### src/hw/bus_pkg.sv
/* Address map, widths and vector types of the single-master bus.
   All addresses are word addresses. The map below assumes a 32-bit bus. */

package bus_pkg;

	// Bus widths
	localparam int ADDR_W = 32;
	localparam int DATA_W = 32;

	// Slave address widths
	localparam int RAM_AW  = 26;
	localparam int BRAM_AW = 10;
	localparam int IO_AW   = 2;

	//////////////////////////////////////////////////////////////////////
	// Select bits of the address map
	//////////////////////////////////////////////////////////////////////

	// External RAM, bits 31:27 must be clear
	localparam int RAM_SEL_BIT  = 26;
	// Block RAM, only below the RAM select bit
	localparam int BRAM_SEL_BIT = 15;
	// I/O block, everything above bit 8 clear
	localparam int IO_SEL_BIT   = 8;

	// Bus vectors
	typedef logic [ADDR_W-1:0] bus_addr_t;
	typedef logic [DATA_W-1:0] bus_data_t;

	// Slave-side addresses
	typedef logic [RAM_AW-1:0]  ram_addr_t;
	typedef logic [BRAM_AW-1:0] bram_addr_t;
	typedef logic [IO_AW-1:0]   io_addr_t;

	// Board I/O
	typedef logic [3:0] led_t;
	typedef logic [3:0] sw_t;
	typedef logic [3:0] btn_t;

endpackage

### src/hw/response_collector.sv
/* Merges slave responses into one registered ack or error pulse.
   Assumes responses come back in request order, one per request. */

module response_collector (
	input  logic               i_clk,
	input  logic               i_reset,
	input  logic               i_cyc,
	input  logic               i_stb,
	input  logic               i_ram_sel,
	input  logic               i_ram_stall,
	input  logic               i_ram_ack,
	input  logic               i_ram_err,
	input  bus_pkg::bus_data_t i_ram_data,
	input  logic               i_bram_ack,
	input  bus_pkg::bus_data_t i_bram_data,
	input  logic               i_io_ack,
	input  bus_pkg::bus_data_t i_io_data,
	input  logic               i_none_sel,
	output logic               o_stall,
	output logic               o_ack,
	output logic               o_err,
	output bus_pkg::bus_data_t o_data
);

	logic any_ack;
	logic many_ack;
	logic err_now;

	// Only the external RAM can stall
	assign o_stall = i_ram_sel && i_stb && i_ram_stall;

	//////////////////////////////////////////////////////////////////////
	// Ack merge and error detection
	//////////////////////////////////////////////////////////////////////

	assign any_ack = i_ram_ack || i_bram_ack || i_io_ack;

	// Two or more slaves answering at once
	assign many_ack = (i_ram_ack && i_bram_ack)
		|| (i_ram_ack && i_io_ack)
		|| (i_bram_ack && i_io_ack);

	// Any error replaces the ack
	assign err_now = i_none_sel || i_ram_err || many_ack;

	always_ff @(posedge i_clk)
	begin
		if (i_reset)
		begin
			o_ack <= 1'b0;
			o_err <= 1'b0;
		end
		else
		begin
			// Nothing returns once the master drops cyc
			o_ack <= i_cyc && any_ack && !err_now;
			o_err <= i_cyc && err_now;
		end
	end

	// Priority read mux, RAM first
	always_ff @(posedge i_clk)
	begin
		if (i_ram_ack)
			o_data <= i_ram_data;
		else if (i_bram_ack)
			o_data <= i_bram_data;
		else if (i_io_ack)
			o_data <= i_io_data;
	end

endmodule

### config.mk
export PLATFORM = sky130hd
export DESIGN_NAME = response_collector
export DESIGN_NICKNAME = d
export VERILOG_FILES = /design/src/hw/bus_pkg.sv /design/src/hw/response_collector.sv
export SDC_FILE = /design/constraint.sdc
export NUM_CORES = 1
export LEC_CHECK = 0
export ABC_AREA = 1
export BUFFER_PORTS_ARGS = -buffer_cell sky130_fd_sc_hd__buf_2
export CORE_MARGIN = 5
export CORE_UTILIZATION = 39
export CTS_CLUSTER_SIZE = 8
export DETAILED_ROUTE_END_ITERATION = 7
export MAX_ROUTING_LAYER = met4
export PLACE_DENSITY_LB_ADDON = 0.05
export SLEW_MARGIN = 20
export SYNTH_ARGS = -nofsm -noshare
export SYNTH_HDL_FRONTEND = slang
export SYNTH_SLANG_ARGS = --single-unit
export TNS_END_PERCENT = 30
### constraint.sdc
create_clock -name i_clk -period 2.3 [get_ports i_clk]
set_input_delay 0.46 -clock i_clk [delete_from_list [all_inputs] [get_ports i_clk]]
set_output_delay 0.46 -clock i_clk [all_outputs]
set_load 0.05 [all_outputs]
==> qor.csv <==
metric,value,unit
h-tree-depth,2,
globalplace.congestion,0.736,
ys_ff_latch,34,
grt_max_degree,36,
vias,1870,
clockBufferDepth,2,
maxSlewViolCount,0,
p_per_area,663,nW/um^2
yosysTopAreaCell,edfxtp_1,
syn_area,1810,sq um
hp-class,input pin to flip-flop,
crit_path_end_kind,flip-flop,
num_rows,24,
core-area,4410,sq um
min_to,o_err,
netlist_top_cells_area,"edfxtp_1 53%, a21oi_1 16%, nor2_1 8.1%",
maxSlewHeadroom,74.6,%
hold_slack,0.427,ns
ioPinCount,142,
whs_path_depth,4,
worst_slack,0.847,ns
cts_buffers,5,
hp-start,i_reset,
drive_above_1_share,47.3,%
die-area,6090,sq um
place.port_buffers,141,
wl_per_cell,13.5,um
grt_pass1_wl,7940,um
arrival,1.43,ns
via_per_inst,4.87,
final_nets,440,
fp.dieW,78.0,um
fin_util,57.7,%
first_global_vias,1796,
antenna_found_initial,0,
start_util,40.9,%
cp_slowest_cell,buf_2,
dp_hpwl,3970,um
firstDrtPassIters,4,
final_area,2550,sq um
synth_cell_types,13,
track_usage,16.5,%
antenna-diode-count,0,
place_ws,0.528,ns
synth_top_area_share,53.2,%
die_h,78.0,um
rsz0062_at_grt,false,
netlist_instances,196,
clkSlewWorstSetupHoldPaths,0.06,ns
avgSynthCellArea,9.21,sq um
cts_root_buf,clkbuf_8,
wirelength,5170,um
postCtsSetupRepairBufs,0,
drt-initial-drc-count,46,
fmax,0.688,GHz
hold_viol_final,0,
setup-violations-final,0,
antenna_left,0,
syn_nets,303,
ys_seq_area_share,55.4,%
maxCapViolCount,0,
area_delta_synth_final,41.2,%
status,completed,
crit_type,input pin to flip-flop,
cts_tree,yes,
period_share,63.2,%
ir_worst_vdd,0.305,mV
timing.critical_path.from_type,input pin,
cp_max_fo,26,
critPathRequiredTime,2.28,ns
yosysWarningCount,0,
slowest_delay,0.31,ns
period_minus_slack,1.45,ns
timing.setup.tns,0,ns
crit_start,i_bram_ack,
overflow,0,
post_dp_cell_area,2480,sq um
holdBufCountCts,0,
tightestPinTransition,0.382,ns
cts-resized-gates,0,
leakage,1.25,nW
cts_sinks,34,
drc,0,
crit_chain,"buf_2, nor2_1, nand2_1, buf_12",
-- layout by cell type (no fill, tap or decap) --
cell type,n
nor2_1,39
clkinv_1,1
clkbuf_8,5
nand2_1,37
dfxtp_1,2
and3_1,1
o21ai_0,1
buf_4,2
clkinv_4,1
buf_2,141
inv_4,1
edfxtp_1,32
a21oi_1,58
a21oi_2,6
buf_12,1
inv_1,4
-- sequential cells by signal (all words and copies together) (netlist names) --
signal	flops
o_data	32
o_ack	1
o_err	1
-- power breakdown --
group	internal, mW	switching (mW)	leakage (nW)	total (mW)
Sequential	0.756	0.0159	0.345	0.772
Clock	0.197	0.180	0.0375	0.377
Combinational	0.154	0.386	0.866	0.540
-- worst max path at each step --
stage / endpoint / cells after the start
2_1_floorplan: o_data[0] / 3
3_3_place_gp: o_data[12] / 4
3_5_place_dp: o_data[16] / 4
4_1_cts: o_data[13] / 4
5_1_grt: o_data[16] / 4
6_report: o_data[13] / 4
-- layout make-up --
cell class	instances	area (sq um)
fillers	447	1870
clock buffers	5	68.8
repair buffers	144	741
multi-input cells	142	639
clock inverters	1	3.75
well taps	52	65.1
flip-flops and latches	34	1000
inverters	6	30.0
-- cell usage after synthesis, drive strengths merged --
cell	n
clkinv	1
dfxtp	2
nand2	37
buf	14
and3	1
inv	5
edfxtp	32
a21oi	64
nor2	39
o21ai	1
-- critical path, delay by kind of cell --
| family | cells | cell delay, ns |
|---|---|---|
| buffers and inverters | 2 | 0.54 |
| AND/OR/NAND/NOR | 2 | 0.41 |
-- cells by family after synthesis --
logic type             count (synthesis)  share of synthesized area (%)
AND/OR/NAND/NOR                       77                           16.1
AO/OA/AOI/OAI                         65                           19.3
flip-flops                            34                           55.4
buffers and inverters                 20                           9.15
-- layer usage --
metal  vias up  share of wire, %  track usage, %
li1        944                 -               -
met1       829                38            18.3
met2        91                50            28.9
met3         6                10            4.69
met4         0              0.95            4.56
met5         -                 0               -
-- per-stage QoR --
stage | std cells | total power, mW
final | 384 | 1.69
after global routing | 384 | 1.76
after detailed placement | 378 | 1.33
after global placement | 378 | 1.33
after floorplan | 196 | 1.17
after CTS | 384 | 1.71
No activity file was read; power rests on OpenSTA's default activity.
