==> src/hw/bus_pkg.sv <==
/* Address map, widths and vector types of the single-master bus.
   All addresses are word addresses. The map below assumes a 32-bit bus. */

package bus_pkg;

	// Bus widths
	localparam int ADDR_W = 32;
	localparam int DATA_W = 32;

	// Slave address widths
	localparam int RAM_AW  = 26;
	localparam int BRAM_AW = 10;
	localparam int IO_AW   = 2;

	//////////////////////////////////////////////////////////////////////
	// Select bits of the address map
	//////////////////////////////////////////////////////////////////////

	// External RAM, bits 31:27 must be clear
	localparam int RAM_SEL_BIT  = 26;
	// Block RAM, only below the RAM select bit
	localparam int BRAM_SEL_BIT = 15;
	// I/O block, everything above bit 8 clear
	localparam int IO_SEL_BIT   = 8;

	// Bus vectors
	typedef logic [ADDR_W-1:0] bus_addr_t;
	typedef logic [DATA_W-1:0] bus_data_t;

	// Slave-side addresses
	typedef logic [RAM_AW-1:0]  ram_addr_t;
	typedef logic [BRAM_AW-1:0] bram_addr_t;
	typedef logic [IO_AW-1:0]   io_addr_t;

	// Board I/O
	typedef logic [3:0] led_t;
	typedef logic [3:0] sw_t;
	typedef logic [3:0] btn_t;

endpackage

==> src/hw/addr_decode.sv <==
/* Slave selection from the delayed request. Strobes are combinational;
   the no-slave flag and the captured address arrive one edge later. */

module addr_decode (
	input  logic               i_clk,
	input  logic               i_reset,
	input  logic               i_cyc,
	input  logic               i_stb,
	input  bus_pkg::bus_addr_t i_addr,
	output logic               o_ram_sel,
	output logic               o_ram_stb,
	output logic               o_bram_stb,
	output logic               o_io_stb,
	output logic               o_none_sel,
	output bus_pkg::bus_addr_t o_err_addr
);
	import bus_pkg::*;

	logic top_clear;
	logic bram_sel;
	logic io_sel;

	//////////////////////////////////////////////////////////////////////
	// Address map
	//////////////////////////////////////////////////////////////////////

	// Nothing lives above the RAM select bit
	assign top_clear = (i_addr[ADDR_W-1:RAM_SEL_BIT+1] == '0);

	assign o_ram_sel = top_clear && i_addr[RAM_SEL_BIT];

	// Block RAM, gaps on both sides of its select bit must be clear
	assign bram_sel = top_clear && !i_addr[RAM_SEL_BIT]
		&& i_addr[BRAM_SEL_BIT]
		&& (i_addr[RAM_SEL_BIT-1:BRAM_SEL_BIT+1] == '0)
		&& (i_addr[BRAM_SEL_BIT-1:BRAM_AW] == '0);

	// I/O block, four words at 0x100
	assign io_sel = (i_addr[ADDR_W-1:IO_SEL_BIT+1] == '0)
		&& i_addr[IO_SEL_BIT]
		&& (i_addr[IO_SEL_BIT-1:IO_AW] == '0);

	// Slave strobes
	assign o_ram_stb  = i_cyc && i_stb && o_ram_sel;
	assign o_bram_stb = i_cyc && i_stb && bram_sel;
	assign o_io_stb   = i_cyc && i_stb && io_sel;

	// Strobe that hit nothing
	always_ff @(posedge i_clk)
	begin
		if (i_reset)
			o_none_sel <= 1'b0;
		else
			o_none_sel <= i_cyc && i_stb && !(o_ram_sel || bram_sel || io_sel);
	end

	// Last strobed address, for the error register
	always_ff @(posedge i_clk)
	begin
		if (i_cyc && i_stb)
			o_err_addr <= i_addr;
	end

	// Map regions never overlap
	a_one_sel: assert property (@(posedge i_clk) disable iff (i_reset)
		$onehot0({o_ram_sel, bram_sel, io_sel}));

endmodule

==> config.mk <==
export PLATFORM = sky130hd
export DESIGN_NAME = addr_decode
export DESIGN_NICKNAME = d
export VERILOG_FILES = /design/src/hw/bus_pkg.sv /design/src/hw/addr_decode.sv
export SDC_FILE = /design/constraint.sdc
export NUM_CORES = 1
export LEC_CHECK = 0
export ABC_AREA = 1
export BUFFER_PORTS_ARGS = -buffer_cell sky130_fd_sc_hd__buf_2
export CAP_MARGIN = 20
export CORE_AREA = 3 3 54 56
export CTS_BUF_LIST = sky130_fd_sc_hd__clkbuf_8
export CTS_CLUSTER_SIZE = 28
export DETAILED_ROUTE_END_ITERATION = 6
export DIE_AREA = 0 0 57 59
export GPL_TIMING_DRIVEN = 0
export PLACE_DENSITY_LB_ADDON = 0.1
export SKIP_LAST_GASP = 1
export SLEW_MARGIN = 20
export SYNTH_ARGS = -nofsm -noshare
export SYNTH_HDL_FRONTEND = slang
export SYNTH_SLANG_ARGS = --single-unit
==> constraint.sdc <==
create_clock -name i_clk -period 1.8 [get_ports i_clk]
set_input_delay 0.18 -clock i_clk [delete_from_list [all_inputs] [get_ports i_clk]]
set_output_delay 0.18 -clock i_clk [all_outputs]
set_load 0.05 [all_outputs]
==> results.json <==
{
  "status": "finished, final reports clean",
  "areaGrowthSynthToFinish_pct": 41.7,
  "crit_slowest_cell": "buf_2",
  "postCtsHoldBufs": 0,
  "fin_crit_ps": 1410,
  "grt_max_degree": 33,
  "critPathMaxFanout": 2,
  "power_mw": 1.75,
  "final_common_cell": "buf_2",
  "worstHoldStart": "i_addr[0]",
  "die_x_um": 57,
  "timing.final.hold_violations": 0,
  "holdWs_ps": 76.0,
  "rows": 18,
  "max_freq_ghz": 0.710,
  "overflow": 0,
  "worstSetupEndpointType": "output pin",
  "maxCapViolations": 0,
  "rsz0062_at_grt": "false",
  "core_um2": 2480,
  "slew_violations": 0,
  "synth_seq_cells": 33,
  "postSynthCellCount": 78,
  "antennaDiodeCount": 0,
  "yosysWarnings": 0,
  "dp_cells": 180,
  "nNetsFinal": 193,
  "floorplan.initialDensity_pct": 47.2,
  "port_buffers": 72,
  "holdPathStages": 1,
  "dp_hpwl_um": 1820,
  "most-common-layout-cells": "buf_2, edfxtp_1, nor2_1",
  "wl_per_cell_um": 12.7,
  "yosysUniqueCellTypes": 11,
  "gp_congestion": 0.702,
  "first_pass_iters": 5,
  "max_stage_delay_ps": 280,
  "htreeDepth": 2,
  "drive_above_1_share_pct": 51.9,
  "grtUsageTotal_pct": 14.8,
  "cts_tree": "built",
  "holdCritPathClass": "in2reg",
  "ys_seq_area_share_pct": 83.9,
  "cp-start-kind": "primary input",
  "instances_no_fill": 188,
  "setup_slack_ps": 392,
  "max-clock-path-buffers": 2,
  "clk_pin_slew_ps": 60,
  "cp.arrival_ps": 1230,
  "ir_worst_vdd_uv": 833,
  "fin_tns_setup_ps": 0,
  "drc": 0,
  "holdPathEnd": "o_err_addr[0]$_DFFE_PP_",
  "clock_sinks": 33,
  "die_h_um": 59,
  "ios": 73,
  "path_cells": "buf_2 -> nor2_1 -> nand2_1 -> nor2_1 -> nand3_1 -> nor3_2 -> buf_2",
  "leakagePower_nw": 0.734,
  "worst_pin_slew_ps": 646,
  "finalWirelength_um": 2380,
  "antenna_found_initial": 0,
  "die_area_um2": 3360,
  "post_cts_resized": 0,
  "crit_type": "in2out",
  "grt_pass1_wl_um": 3570,
  "fin_crit_sh_pct": 78.2,
  "finalSetupViolations": 0,
  "cts_buffers": 5,
  "slew_headroom_pct": 56.9,
  "first_iter_violations": 27,
  "power_density_nw_per_um2": 1050,
  "dp_slack_ps": 150,
  "critPathRequiredTime_ps": 1620,
  "avgSynthCellArea_um2": 15.0,
  "clock-root-buffer": "clkbuf_8",
  "vias": 861,
  "final_antenna_net_count": 0,
  "vias_per_cell": 4.58,
  "grt_pass1_vias": 807,
  "cts_setup_buffers": 0,
  "syn_nets": 114,
  "mappedNetlistArea_um2": 1170
}
-- registers in the layout, summed over array words and instances, names as in the netlist --
name / count
o_err_addr: 32
o_none_sel: 1
-- worst max path at each step --
stage / from / to / slack [ps] / cells past startpoint
floorplan: i_addr[28] / o_ram_stb / 170 / 3
global placement: i_cyc / o_err_addr[11]$_DFFE_PP_ / 210 / 3
detailed placement: i_cyc / o_err_addr[13]$_DFFE_PP_ / 150 / 3
CTS: i_addr[13] / o_io_stb / 390 / 7
global route: i_addr[13] / o_io_stb / 300 / 7
finish: i_addr[13] / o_io_stb / 390 / 7
-- worst max-delay path, delay by kind of cell --
family / cells / cell delay [ps]
simple gates: 5 / 670
buf+inv: 2 / 380
-- synth_stat cells (all sizes together) --
master	n	area (um^2)
nor3	2	15.0
edfxtp	32	961
inv	6	22.5
or2	1	6.26
nand2	8	32.5
dfxtp	1	20.0
nand3	4	20.0
nor2	24	92.6
-- logic make-up (layout without fill, tap and decap cells) --
kind of cell	after synthesis	after routing	share of synthesized area (%)
DFF	33	33	83.9
buffers and inverters	6	86	1.92
and+or+nand+nor	39	39	14.2
-- final cells by class --
class	instances	area, um^2
clock buffer	6	82.6
clock inverter	2	7.51
fill	209	820
inverter	6	22.5
multi-input combinational	39	166
sequential	33	981
tap	30	37.5
timing repair buffer	72	360
-- power breakdown --
part / switching (mW) / internal [mW]
Combinational: 0.232 / 0.0659
Sequential: 0.0102 / 0.899
Clock: 0.238 / 0.300
-- through the flow --
step,utilization [%],area (um^2)
2_1_floorplan,-,1170
3_3_place_gp,63.3,1570
3_5_place_dp,63.3,1570
4_1_cts,66.9,1660
5_1_grt,66.9,1660
6_report,66.9,1660
-- layer usage --
layer / track usage (%) / vias up / part of all wire, % / routed length, um
met2: 25.3 / 42 / 52 / 1240
li1: - / 426 / - / -
met1: 14.8 / 391 / 37 / 881
met5: 0 / - / 0 / 0
met3: 8.06 / 2 / 10 / 244
met4: 6.95 / 0 / 0.55 / 13
No activity file was read; power rests on OpenSTA's default activity.
