<file path="config.mk">
export PLATFORM = sky130hd
export DESIGN_NAME = io_regs
export DESIGN_NICKNAME = d
export VERILOG_FILES = /design/src/hw/bus_pkg.sv /design/src/hw/io_regs.sv
export SDC_FILE = /design/constraint.sdc
export NUM_CORES = 1
export LEC_CHECK = 0
export BUFFER_PORTS_ARGS = -buffer_cell sky130_fd_sc_hd__buf_2
export CAP_MARGIN = 20
export CORE_MARGIN = 3
export CORE_UTILIZATION = 27
export DETAILED_ROUTE_END_ITERATION = 6
export PLACE_DENSITY = 0.61
export REMOVE_ABC_BUFFERS = 1
export SLEW_MARGIN = 30
export SYNTH_ARGS = -nofsm -noshare
export SYNTH_HDL_FRONTEND = slang
export SYNTH_SLANG_ARGS = --single-unit
</file>
<file path="constraint.sdc">
create_clock -name i_clk -period 2.6 [get_ports i_clk]
set_input_delay 0.52 -clock i_clk [delete_from_list [all_inputs] [get_ports i_clk]]
set_output_delay 0.52 -clock i_clk [all_outputs]
set_load 0.05 [all_outputs]
</file>
<file path="src/hw/bus_pkg.sv">
/* Address map, widths and vector types of the single-master bus.
   All addresses are word addresses. The map below assumes a 32-bit bus. */

package bus_pkg;

	// Bus widths
	localparam int ADDR_W = 32;
	localparam int DATA_W = 32;

	// Slave address widths
	localparam int RAM_AW  = 26;
	localparam int BRAM_AW = 10;
	localparam int IO_AW   = 2;

	//////////////////////////////////////////////////////////////////////
	// Select bits of the address map
	//////////////////////////////////////////////////////////////////////

	// External RAM, bits 31:27 must be clear
	localparam int RAM_SEL_BIT  = 26;
	// Block RAM, only below the RAM select bit
	localparam int BRAM_SEL_BIT = 15;
	// I/O block, everything above bit 8 clear
	localparam int IO_SEL_BIT   = 8;

	// Bus vectors
	typedef logic [ADDR_W-1:0] bus_addr_t;
	typedef logic [DATA_W-1:0] bus_data_t;

	// Slave-side addresses
	typedef logic [RAM_AW-1:0]  ram_addr_t;
	typedef logic [BRAM_AW-1:0] bram_addr_t;
	typedef logic [IO_AW-1:0]   io_addr_t;

	// Board I/O
	typedef logic [3:0] led_t;
	typedef logic [3:0] sw_t;
	typedef logic [3:0] btn_t;

endpackage

</file>
<file path="src/hw/io_regs.sv">
/* Four-word I/O block: error address, LEDs, buttons and switches.
   Switch and button inputs are sampled as given, without debouncing. */

module io_regs (
	input  logic               i_clk,
	input  logic               i_reset,
	input  logic               i_stb,
	input  logic               i_we,
	input  bus_pkg::io_addr_t  i_addr,
	input  bus_pkg::bus_data_t i_data,
	input  bus_pkg::sw_t       i_sw,
	input  bus_pkg::btn_t      i_btn,
	input  logic               i_err,
	input  bus_pkg::bus_addr_t i_err_addr,
	output logic               o_ack,
	output bus_pkg::bus_data_t o_data,
	output bus_pkg::led_t      o_led
);
	import bus_pkg::*;

	bus_addr_t err_addr_q;

	// Control state, LEDs and error address
	always_ff @(posedge i_clk)
	begin
		if (i_reset)
		begin
			o_ack      <= 1'b0;
			o_led      <= '0;
			err_addr_q <= '0;
		end
		else
		begin
			o_ack <= i_stb;
			// Latest bus error wins
			if (i_err)
				err_addr_q <= i_err_addr;
			// Only offset 1 is writable
			if (i_stb && i_we && (i_addr == 2'd1))
				o_led <= i_data[$bits(led_t)-1:0];
		end
	end

	//////////////////////////////////////////////////////////////////////
	// Readback
	//////////////////////////////////////////////////////////////////////

	always_ff @(posedge i_clk)
	begin
		if (i_stb)
		begin
			case (i_addr)
			2'd0:    o_data <= err_addr_q;
			2'd1:    o_data <= bus_data_t'(o_led);
			// Buttons above switches
			2'd2:    o_data <= bus_data_t'({i_btn, i_sw});
			default: o_data <= '0;
			endcase
		end
	end

endmodule

</file>
==> flow_summary.yaml <==
run_status:
  status: "complete, no violations"
grt:
  grt_pass1_wl_um: 8721
  grt_pass1_vias: 1755
  antenna_found_initial: 0
  grt_usage_pct: 10.01
  grt_max_degree: 42
  overflow: 0
yosys:
  yosysUniqueCellTypes: 15
  syn_area_um2: 2691
  avgSynthCellArea_um2: 13.32
  synth_seq_cells: 69
  ys_seq_area_share_pct: 63.23
  yosysWarningCount: 0
  synthCells: 202
run:
  drv_cap: 0
timing:
  relSlewSlack_pct: 49.50
  hold_viol: 0
  period_minus_slack_ns: 1.485
  holdWs_ns: 0.4163
  maxSlewViolCount: 0
  worst_slew_pin_slew_ns: 0.7574
  clock_skew_ns: 0.01015
  rsz0062_at_grt: "no"
  tns_ns: 0
  min_period_over_period_pct: 57.10
  max_freq_mhz: 673.6
  setup_violations: 0
setup_path:
  max_stage_delay_ns: 0.36
  reg2reg_slack_ns: 1.78
  crit_chain: "buf_2"
  r2r-start: "o_led[2]"
  crit_buf_inv: 1
  start_kind: "flop"
  worstSetupPathType: "reg -> out"
  path_delay_family: "flip-flops"
  worstSetupEndpointType: "output pin"
  rr_worst_depth: 2
  crit_required_ns: 2.08
  crit_slowest_cell: "dfxtp_1"
  reg2reg_to: "o_data[2]"
  worstPathArrival_ns: 0.96
  worstPathMaxFanout: 3
clock_tree:
  clk_pin_slew_ns: 0.08
  tritoncts: "yes"
  cts_buffers: 9
  cts_num_sinks: 69
  post-cts-setup-buffers: 0
  clockBufferDepth: 2
  post_cts_resized: 0
  clk_latency_ns: 0.33
  cts_root_buf: "clkbuf_8"
  cts_max_level: 3
  cts_hold_buffers: 0
layout:
  final_cell_mix: "buf_2 (87), mux2i_1 (44), dfxtp_1 (37), nor2_1 (36), edfxtp_1 (32)"
  n_antenna_cell: 0
  fin_area_um2: 3376
  synthToLayoutAreaGrowth_pct: 25.43
  drive_gt1_share_pct: 35.71
  nFillCells: 979
  layout_commonest_cell: "buf_2"
  layout.nets: 369
  final_cells: 423
placed_design:
  hpwl_um: 3812
  place_congestion: 0.7051
  dpl_cell_area_um2: 3194
  placedCellCount: 408
  io_buffers: 87
route:
  drt-wirelength-per-cell_um: 12.88
  drc: 0
  ant_nets: 0
  wl_um: 5450
  first_pass_iters: 3
  vias_per_cell: 4.090
  drt_iter0_drc: 33
  vias: 1730
pwr:
  p_per_area_nw_per_um2: 686.2
  p_seq_share_pct: 52.4
  p_int_w: 0.001728
  switchingPower_w: 0.0005890
  clkPwrFrac_pct: 35.2
  comb_power_share_pct: 12.4
  ir_worst_vdd_mv: 0.2751
  p_leak_nw: 1.530
  swShare_pct: 25.42
worst_hold_path:
  hp-class: "in -> reg"
  worstHoldPathCells: 3
  min_to: "err_addr_q[14]"
  hp-start: "i_err_addr[14]"
die:
  initial_core_util_pct: 28.45
  fp.dieArea_um2: 11200
  core_um2: 9459
  placementRows: 35
  die_width_um: 105.8
  fp.dieH_um: 105.8
  ios: 116
[worst reg2reg max path: stages (launching register included)]
cell and delay [ns]:
dfxtp_1 0.33, mux2i_1 0.14, o2bb2ai_1 0.10
[layer usage]
| layer | part of all wire (%) | up-vias | GRT usage [%] |
|---|---|---|---|
| met3 | 6.9 | 3 | 4.287 |
| met1 | 46 | 799 | 12.95 |
| met4 | 0.61 | 0 | 2.498 |
| met2 | 47 | 61 | 15.44 |
| li1 | - | 867 | - |
| met5 | 0 | - | 0 |
[registers in the layout (all words and copies together), names as in the netlist]
name	cells
err_addr_q	32
o_ack	1
o_led	4
o_data	32
[cell families after synthesis]
kind of cell / count (synthesis) / synth area share (%)
AOI/OAI and AO/OA: 4 / 1.302
buffers and inverters: 13 / 4.788
DFF: 69 / 63.23
muxes: 44 / 16.36
and+or+nand+nor: 72 / 14.32
[worst max path at each step]
stage / start / end / slack [ns] / cells after the start
2_1_floorplan: o_led[0] / o_led[0] / 1.46 / 0
3_3_place_gp: i_err / err_addr_q[29] / 0.92 / 4
3_5_place_dp: i_err / err_addr_q[31] / 0.92 / 4
4_1_cts: o_led[2] / o_led[2] / 1.09 / 1
5_1_grt: o_led[3] / o_led[3] / 1.06 / 1
6_report: o_led[2] / o_led[2] / 1.12 / 1
[area by class of cell]
type	instances	area (um^2)	area share, %
well taps	129	161.4	4.781
repair buffers	90	470.5	13.94
clock inverters	4	50.05	1.483
flip-flops and latches	69	1702	50.41
clock buffers	11	131.4	3.892
multi-input cells	120	860.8	25.50
[metrics by stage]
step | utilization [%] | setup slack, ns | power [W]
6_report | 35.69 | 1.115 | 0.002316
3_5_place_dp | 33.77 | 0.9156 | 0.001532
3_3_place_gp | 33.77 | 0.9232 | 0.001528
4_1_cts | 35.69 | 1.089 | 0.002354
5_1_grt | 35.69 | 1.056 | 0.002432
2_1_floorplan | - | 1.461 | 0.001405
[power by group through the flow]
stage          clock network (W)  registers (W)  logic [W]
6_report                0.000816        0.00121   0.000288
4_1_cts                 0.000845        0.00121   0.000295
3_5_place_dp                   0        0.00124   0.000294
5_1_grt                 0.000901        0.00122   0.000312
2_1_floorplan                  0        0.00134  0.0000697
3_3_place_gp                   0        0.00124   0.000292
[synth_stat cells, drive strengths merged]
| cell | instances | share of area [%] |
|---|---|---|
| and2 | 24 | 5.6 |
| nor2 | 37 | 5.8 |
| o2bb2ai | 4 | 1.3 |
| mux2i | 44 | 16 |
| dfxtp | 37 | 28 |
| buf | 13 | 4.8 |
| nand2b | 8 | 1.9 |
| and4b | 1 | 0.37 |
| nor2b | 2 | 0.74 |
| edfxtp | 32 | 36 |
No activity file was read; power rests on OpenSTA's default activity.
