File: config.mk
export PLATFORM = sky130hd
export DESIGN_NAME = bus_delay
export DESIGN_NICKNAME = d
export VERILOG_FILES = /design/src/hw/bus_pkg.sv /design/src/hw/bus_delay.sv
export SDC_FILE = /design/constraint.sdc
export NUM_CORES = 1
export LEC_CHECK = 0
export BUFFER_PORTS_ARGS = -buffer_cell sky130_fd_sc_hd__buf_2
export CAP_MARGIN = 20
export CORE_UTILIZATION = 38
export CTS_BUF_LIST = sky130_fd_sc_hd__clkbuf_4 sky130_fd_sc_hd__clkbuf_8
export CTS_CLUSTER_DIAMETER = 200
export CTS_CLUSTER_SIZE = 20
export DETAILED_ROUTE_END_ITERATION = 8
export HOLD_SLACK_MARGIN = 0.08
export PLACE_DENSITY = 0.89
export SETUP_SLACK_MARGIN = 0.05
export SLEW_MARGIN = 40
export SYNTH_ARGS = -nofsm -noshare
export SYNTH_HDL_FRONTEND = slang
export SYNTH_SLANG_ARGS = --single-unit
File: constraint.sdc
create_clock -name i_clk -period 3.7 [get_ports i_clk]
set_clock_uncertainty 0.05 [all_clocks]
set_input_delay 0.185 -clock i_clk [delete_from_list [all_inputs] [get_ports i_clk]]
set_output_delay 0.185 -clock i_clk [all_outputs]
set_load 0.02 [all_outputs]
File: src/hw/bus_pkg.sv
/* Address map, widths and vector types of the single-master bus.
   All addresses are word addresses. The map below assumes a 32-bit bus. */

package bus_pkg;

	// Bus widths
	localparam int ADDR_W = 32;
	localparam int DATA_W = 32;

	// Slave address widths
	localparam int RAM_AW  = 26;
	localparam int BRAM_AW = 10;
	localparam int IO_AW   = 2;

	//////////////////////////////////////////////////////////////////////
	// Select bits of the address map
	//////////////////////////////////////////////////////////////////////

	// External RAM, bits 31:27 must be clear
	localparam int RAM_SEL_BIT  = 26;
	// Block RAM, only below the RAM select bit
	localparam int BRAM_SEL_BIT = 15;
	// I/O block, everything above bit 8 clear
	localparam int IO_SEL_BIT   = 8;

	// Bus vectors
	typedef logic [ADDR_W-1:0] bus_addr_t;
	typedef logic [DATA_W-1:0] bus_data_t;

	// Slave-side addresses
	typedef logic [RAM_AW-1:0]  ram_addr_t;
	typedef logic [BRAM_AW-1:0] bram_addr_t;
	typedef logic [IO_AW-1:0]   io_addr_t;

	// Board I/O
	typedef logic [3:0] led_t;
	typedef logic [3:0] sw_t;
	typedef logic [3:0] btn_t;

endpackage

File: src/hw/bus_delay.sv
/* One-entry registered request stage. Holds its request while the
   downstream stall is high; dropping cyc abandons a held request. */

module bus_delay (
	input  logic               i_clk,
	input  logic               i_reset,
	input  logic               i_wb_cyc,
	input  logic               i_wb_stb,
	input  logic               i_wb_we,
	input  bus_pkg::bus_addr_t i_wb_addr,
	input  bus_pkg::bus_data_t i_wb_data,
	input  logic               i_stall,
	output logic               o_wb_stall,
	output logic               o_cyc,
	output logic               o_stb,
	output logic               o_we,
	output bus_pkg::bus_addr_t o_addr,
	output bus_pkg::bus_data_t o_data
);

	// Stall back to master only while a request sits here
	assign o_wb_stall = o_stb && i_stall;

	// Control flags
	always_ff @(posedge i_clk)
	begin
		if (i_reset)
		begin
			o_cyc <= 1'b0;
			o_stb <= 1'b0;
		end
		else
		begin
			o_cyc <= i_wb_cyc;
			// Dropped cycle forgets the request
			if (!i_wb_cyc)
				o_stb <= 1'b0;
			// Advance unless held downstream
			else if (!o_wb_stall)
				o_stb <= i_wb_stb;
		end
	end

	// Payload loads on accept only and holds while idle
	always_ff @(posedge i_clk)
	begin
		if (i_wb_cyc && i_wb_stb && !o_wb_stall)
		begin
			o_we   <= i_wb_we;
			o_addr <= i_wb_addr;
			o_data <= i_wb_data;
		end
	end

	// Strobe only inside a cycle
	a_stb_in_cyc: assert property (@(posedge i_clk) disable iff (i_reset)
		o_stb |-> o_cyc);

endmodule

==> results of run 1 <==
area by class of cell:
class                   instances  area (um2)
clock buffers                  11         139
clock inverters                 4        18.8
fillers                       342        1460
multi-input cells               5        45.0
flip-flops and latches         67        1990
well taps                      70        87.6
repair buffers                207        1400
worst min-delay path: stages:
cell and delay, ns:
buf_2 0.11, nor2b_4 0.12, o21a_1 0.09
flip-flops by register name, summed over array words and instances (netlist names):
signal / flops
o_stb: 1
o_addr: 32
o_data: 32
o_cyc: 1
o_we: 1
metal layers:
metal | global-route usage (%) | vias to the layer above
met5 | 0 | -
met1 | 18.3 | 698
met2 | 34.6 | 89
li1 | - | 724
met3 | 8.70 | 7
met4 | 7.55 | 0
worst paths after layout:
path / startpoint / slack, ns / end / cells after the start
hold reg to reg: o_stb / 0.59 / o_stb / 2
hold / removal: i_wb_cyc / 0.16 / o_stb / 3
setup reg to reg: o_stb / 1.90 / o_we / 4
setup / recovery: i_wb_stb / 1.80 / o_we / 6
power by group through the flow:
stage	Sequential [mW]	Combinational [mW]	Clock (mW)
after floorplan	0.937	0.0134	0
after global placement	0.893	0.121	0
after detailed placement	0.894	0.124	0
after CTS	0.878	0.180	0.508
after global routing	0.881	0.198	0.543
final	0.879	0.186	0.496
layout by cell type, fill, tap and decap left out:
master | Yosys | routed
clkbuf_4 | 0 | 2
dlygate4sd3_1 | 0 | 68
clkinv_1 | 0 | 1
buf_2 | 0 | 137
nor2_4 | 0 | 1
clkbuf_8 | 0 | 9
dfxtp_1 | 2 | 2
edfxtp_1 | 65 | 65
buf_16 | 0 | 1
nand2_1 | 1 | 1
clkinv_2 | 0 | 3
buf_4 | 0 | 1
and2_4 | 1 | 1
o21a_1 | 1 | 1
nor2b_4 | 1 | 1
per-stage QoR:
step           instances  total power [mW]  hold slack, ns  util, %  setup slack (ns)
2_1_floorplan         72             0.951           0.203        -             0.959
6_report             364              1.56           0.164     71.7              1.80
5_1_grt              364              1.62           0.152     71.7              1.74
3_5_place_dp         280              1.02           0.313     54.8              1.62
4_1_cts              363              1.57           0.146     71.1              1.56
3_3_place_gp         280              1.01           0.311     54.8              1.72
cells by family after synthesis:
logic type,count (synthesis)
flops,67
simple gates,4
compound gates,1
==> metrics.txt, run 1 <==
status=finished clean; leading area contributor after synthesis=edfxtp_1; layout overhead on the synthesized area=81.5%; main flop type after synthesis=edfxtp_1; fin crit share=51.4%; Clock Power Share=31.8%; post-CTS setup buffers=0; final WL=5210 um; DR WL met2=~2900 um; Layout Nets=360; vias in the first global route=1,548; RSZ-0062 raised after global routing=no; # setup viols final=0; Critical Path Sink Type=register; maximum clock frequency=525 MHz; worst vdd ir=around 0.29 mV; Hold Buf Count CTS=68; Root Buffer=clkbuf_8; Clock Latency Late Sink=0.32 ns; pin slew with the least headroom to its limit=0.436 ns; # H-tree levels=3; async set or reset register ratio after synthesis=0%; Post-DP HPWL=2890 um; Worst Path Arrival=1.83 ns; Via density=4.17; mapped cell area=0.00203 mm2; diode count=0; fin crit period=1.90 ns; first-pass GRT wire length=7160 um; sequential area share after synthesis=98.2%; M1 WL=1840 um; Iter 0 DRT Violations=66; Initial Util=just under 40%; Switch Pwr=between 0.3 and 0.4 mW; worst-path maximum fanout=36; First-pass DRT Iterations=4; CP required=3.62 ns; ordered list of cells on the worst path=dlygate4sd3_1 -> buf_2 -> nand2_1 -> nor2_4 -> buf_16 -> buf_4; top-count cell post-synth=edfxtp_1; GP Congestion=0.662; switch share=22.0%; slowest stage cell on the critical path=dlygate4sd3_1; Mapped Cells=72; Area contributors post-synth=edfxtp_1 96%, dfxtp_1 2.0%, nor2b_4 0.68%, and2_4 0.43%, o21a_1 0.37%; mux cell area share after synthesis=0%; CTS sink count=between 60 and 70; largest net degree at the start of global routing=37; clock buffer depth=2; Post-Synth Adder-Cell Area=0%; main combinational cell family by area after synthesis=simple AND/OR/NAND/NOR gates; Rows=26; FF+latch count, synth=67; # resized after CTS=0; Comb power frac=11.9%; Die ar.=0.00564 mm2; leakage=1.58 nW; wire per inst=14.3 um; Sequential Power Share=a little under three fifths; placed cell areas=approximately 0.0028 mm2; Top Metal Used=met4; simple-gate share of the synthesized area=1.48%; Buffers on Ports=137; worst min-delay path class=primary input to register; DRT antenna net count=0; library cells used by synthesis=7; P_int=approximately 1.2 mW; total track usage=about a fifth; via count=1,518; Max-slew headroom=a little under three quarters; Die Width=75.1 um; Commonest cells post-synth=65 x edfxtp_1, 2 x dfxtp_1; Final Hold Viols=0; cell area after layout=0.00368 mm2; CTS clk-pin slew, worst paths=0.06 ns; Ys Warns=0; share of post-route cells with drive strength above 1=53.1%; buffers plus inverters on the worst setup path=4; CP max stage delay=0.53 ns; EDFF count, synth=65; TNS Setup=0 ns; Slew Viols, Final=0; grt ovf=0; die height=75.1 um; top-area cell type share of the netlist area=between 90% and 100%; startpoint types=primary input; Synth Area in XOR/XNOR=0%; drt drc=0; initial antenna violation count=0; critical path type=primary input to register; CTS tree=built; Num CTS Buffers=9; CP delay by family, top=buffers and inverters; met3 routed WL=440 um; Avg Inst Size Synth=28.2 um2; Synth Area in Compound Gates=0.370%; max-cap viol count=0; Pwr Density=424 mW/mm2; # IOs=138; core footprint=approximately 0.0051 mm2; Synth Net Count=142
No activity file was read; power rests on OpenSTA's default activity.
==> inputs of run 2 (changes only) <==
==> constraint.sdc (replaced) <==
create_clock -name i_clk -period 1.7 [get_ports i_clk]
set_clock_uncertainty 0.05 [all_clocks]
set_input_delay 0.085 -clock i_clk [delete_from_list [all_inputs] [get_ports i_clk]]
set_output_delay 0.085 -clock i_clk [all_outputs]
set_load 0.02 [all_outputs]
==> metrics.txt, run 2 (synthesized netlist as in run 1, its figures left out) <==
M1 WL=1840 um; commonest non-fill, non-tap cell in the layout=buf_2; diode count=0; # setup viols final=0; setup slack, reg-to-reg=0.47 ns; Layout Utilization=72.0%; # IOs=roughly 140; CP max stage delay=roughly 0.56 ns; Hold Buf Count CTS=69; die height=75.1 um; pin slew with the least headroom to its limit=approximately 0.18 ns; worst min-delay path class=primary input to register; worst-path maximum fanout=2; maximum clock frequency=752 MHz; wire per inst=14.0 um; CP required=1.91 ns; DR WL met2=2840 um; Switch Pwr=slightly above 0.7 mW; Rows=26; Final Hold Viols=0; initial antenna violation count=0; pre-CTS setup slack=between 0.4 and 0.5 ns; Sequential Power Share=56.7%; Worst Hold Launch=i_wb_cyc; startpoint types=primary input; leakage=1.58 nW; GP Congestion=0.713; first-pass GRT wire length=7200 um; RSZ-0062 raised after global routing=no; share of post-route cells with drive strength above 1=52.4%; # resized after CTS=0; CTS clk-pin slew, worst paths=0.06 ns; Max-slew headroom=88.0%; core footprint=0.00514 mm2; cells on worst reg2reg path=3; RR Endpoint=o_addr[19]; Num CTS Buffers=9; Via density=4.18; met3 routed WL=370 um; P_int=2.65 mW; Slew Viols, Final=0; Buffers on Ports=137; FF-to-FF Start=o_stb; Critical Path Sink Type=register; via count=1,531; Layout Nets=~360; Worst Path Arrival=1.54 ns; Comb power frac=12.1%; switch share=21.5%; critical path type=primary input to register; vias in the first global route=1,646; worst hold endpoint=o_addr[10]; worst vdd ir=0.674 mV; hold depth=4; Die ar.=~0.0056 mm2; Root Buffer=clkbuf_8; status=finished clean; TNS Setup=0 ns; Pwr Density=912 mW/mm2; origin of the worst setup path=i_reset; CP most frequent cell=dlygate4sd3_1; Top Metal Used=met4; Final Non-Filler Cells=366; total track usage=a little under a fifth; final WL=~5100 um; ordered list of cells on the worst path=dlygate4sd3_1 -> buf_2 -> nor2b_4 -> dlygate4sd3_1 -> o21a_1; most frequent cells in the layout=137 x buf_2, 69 x dlygate4sd3_1, 65 x edfxtp_1; grt ovf=0; First-pass DRT Iterations=4; fin crit period=approximately 1.3 ns; Final WS setup=0.371 ns; Initial Util=39.5%; Die Width=75.1 um; CTS sink count=67; Cell Count Post-Placement=around 280; Largest regs=o_addr x32, o_data x32; layout overhead on the synthesized area=82.4%; DRT antenna net count=0; drt drc=0; Clock Power Share=31.2%; largest net degree at the start of global routing=34; fin crit share=about 78%; slowest stage cell on the critical path=dlygate4sd3_1; clock buffer depth=2; Iter 0 DRT Violations=30; CTS tree=built; # H-tree levels=3; max-cap viol count=0; post-CTS setup buffers=0; Clock Latency Late Sink=around 0.32 ns
-- run 2: cell count changes in the layout (fill, tap and decap cells not counted), sizes merged --
cell         delta
dlygate4sd3     +1
clkinv          +1
-- run 2: through the flow --
step | cell area [um2] | hold WS (ns) | power (mW)
2_1_floorplan | 2040 | 0.103 | 2.07
3_3_place_gp | 2850 | 0.211 | 2.22
3_5_place_dp | 2850 | 0.213 | 2.22
4_1_cts | 3700 | 0.330 | 3.39
5_1_grt | 3700 | 0.339 | 3.49
6_report | 3700 | 0.345 | 3.37
-- run 2: area by class of cell --
type	count	area, um2
clock buffer	11	139
clock inverter	5	20.0
fill	347	1440
multi-input combinational	5	45.0
sequential	67	1990
tap	70	87.6
timing repair buffer	208	1420
-- run 2: worst max path at each step --
stage / cells after the start / to / slack, ns
detailed placement: 3 / o_data[26] / 0.49
finish: 5 / o_stb / 0.37
floorplan: 2 / o_addr[0] / -0.26
global route: 5 / o_stb / 0.35
CTS: 5 / o_stb / 0.41
global placement: 3 / o_addr[6] / 0.52
-- run 2: routing by layer --
metal / vias up / GRT usage, %
met2: 85 / 35.3
met1: 713 / 18.1
li1: 724 / -
met4: 0 / 10.1
met3: 9 / 7.10
met5: - / 0
-- run 2: power by group through the flow --
| stage | Sequential [mW] | Combinational [mW] | Clock, mW |
|---|---|---|---|
| global placement | 1.94 | 0.273 | 0 |
| floorplan | 2.04 | 0.0306 | 0 |
| detailed placement | 1.95 | 0.279 | 0 |
| global route | 1.92 | 0.437 | 1.14 |
| finish | 1.91 | 0.408 | 1.05 |
| CTS | 1.91 | 0.401 | 1.08 |
-- run 2: worst max-delay path, delay by kind of cell --
family                 cells  cell delay, ns
and+or+nand+nor            1            0.08
AOI/OAI and AO/OA          1            0.13
buffers and inverters      3            1.24
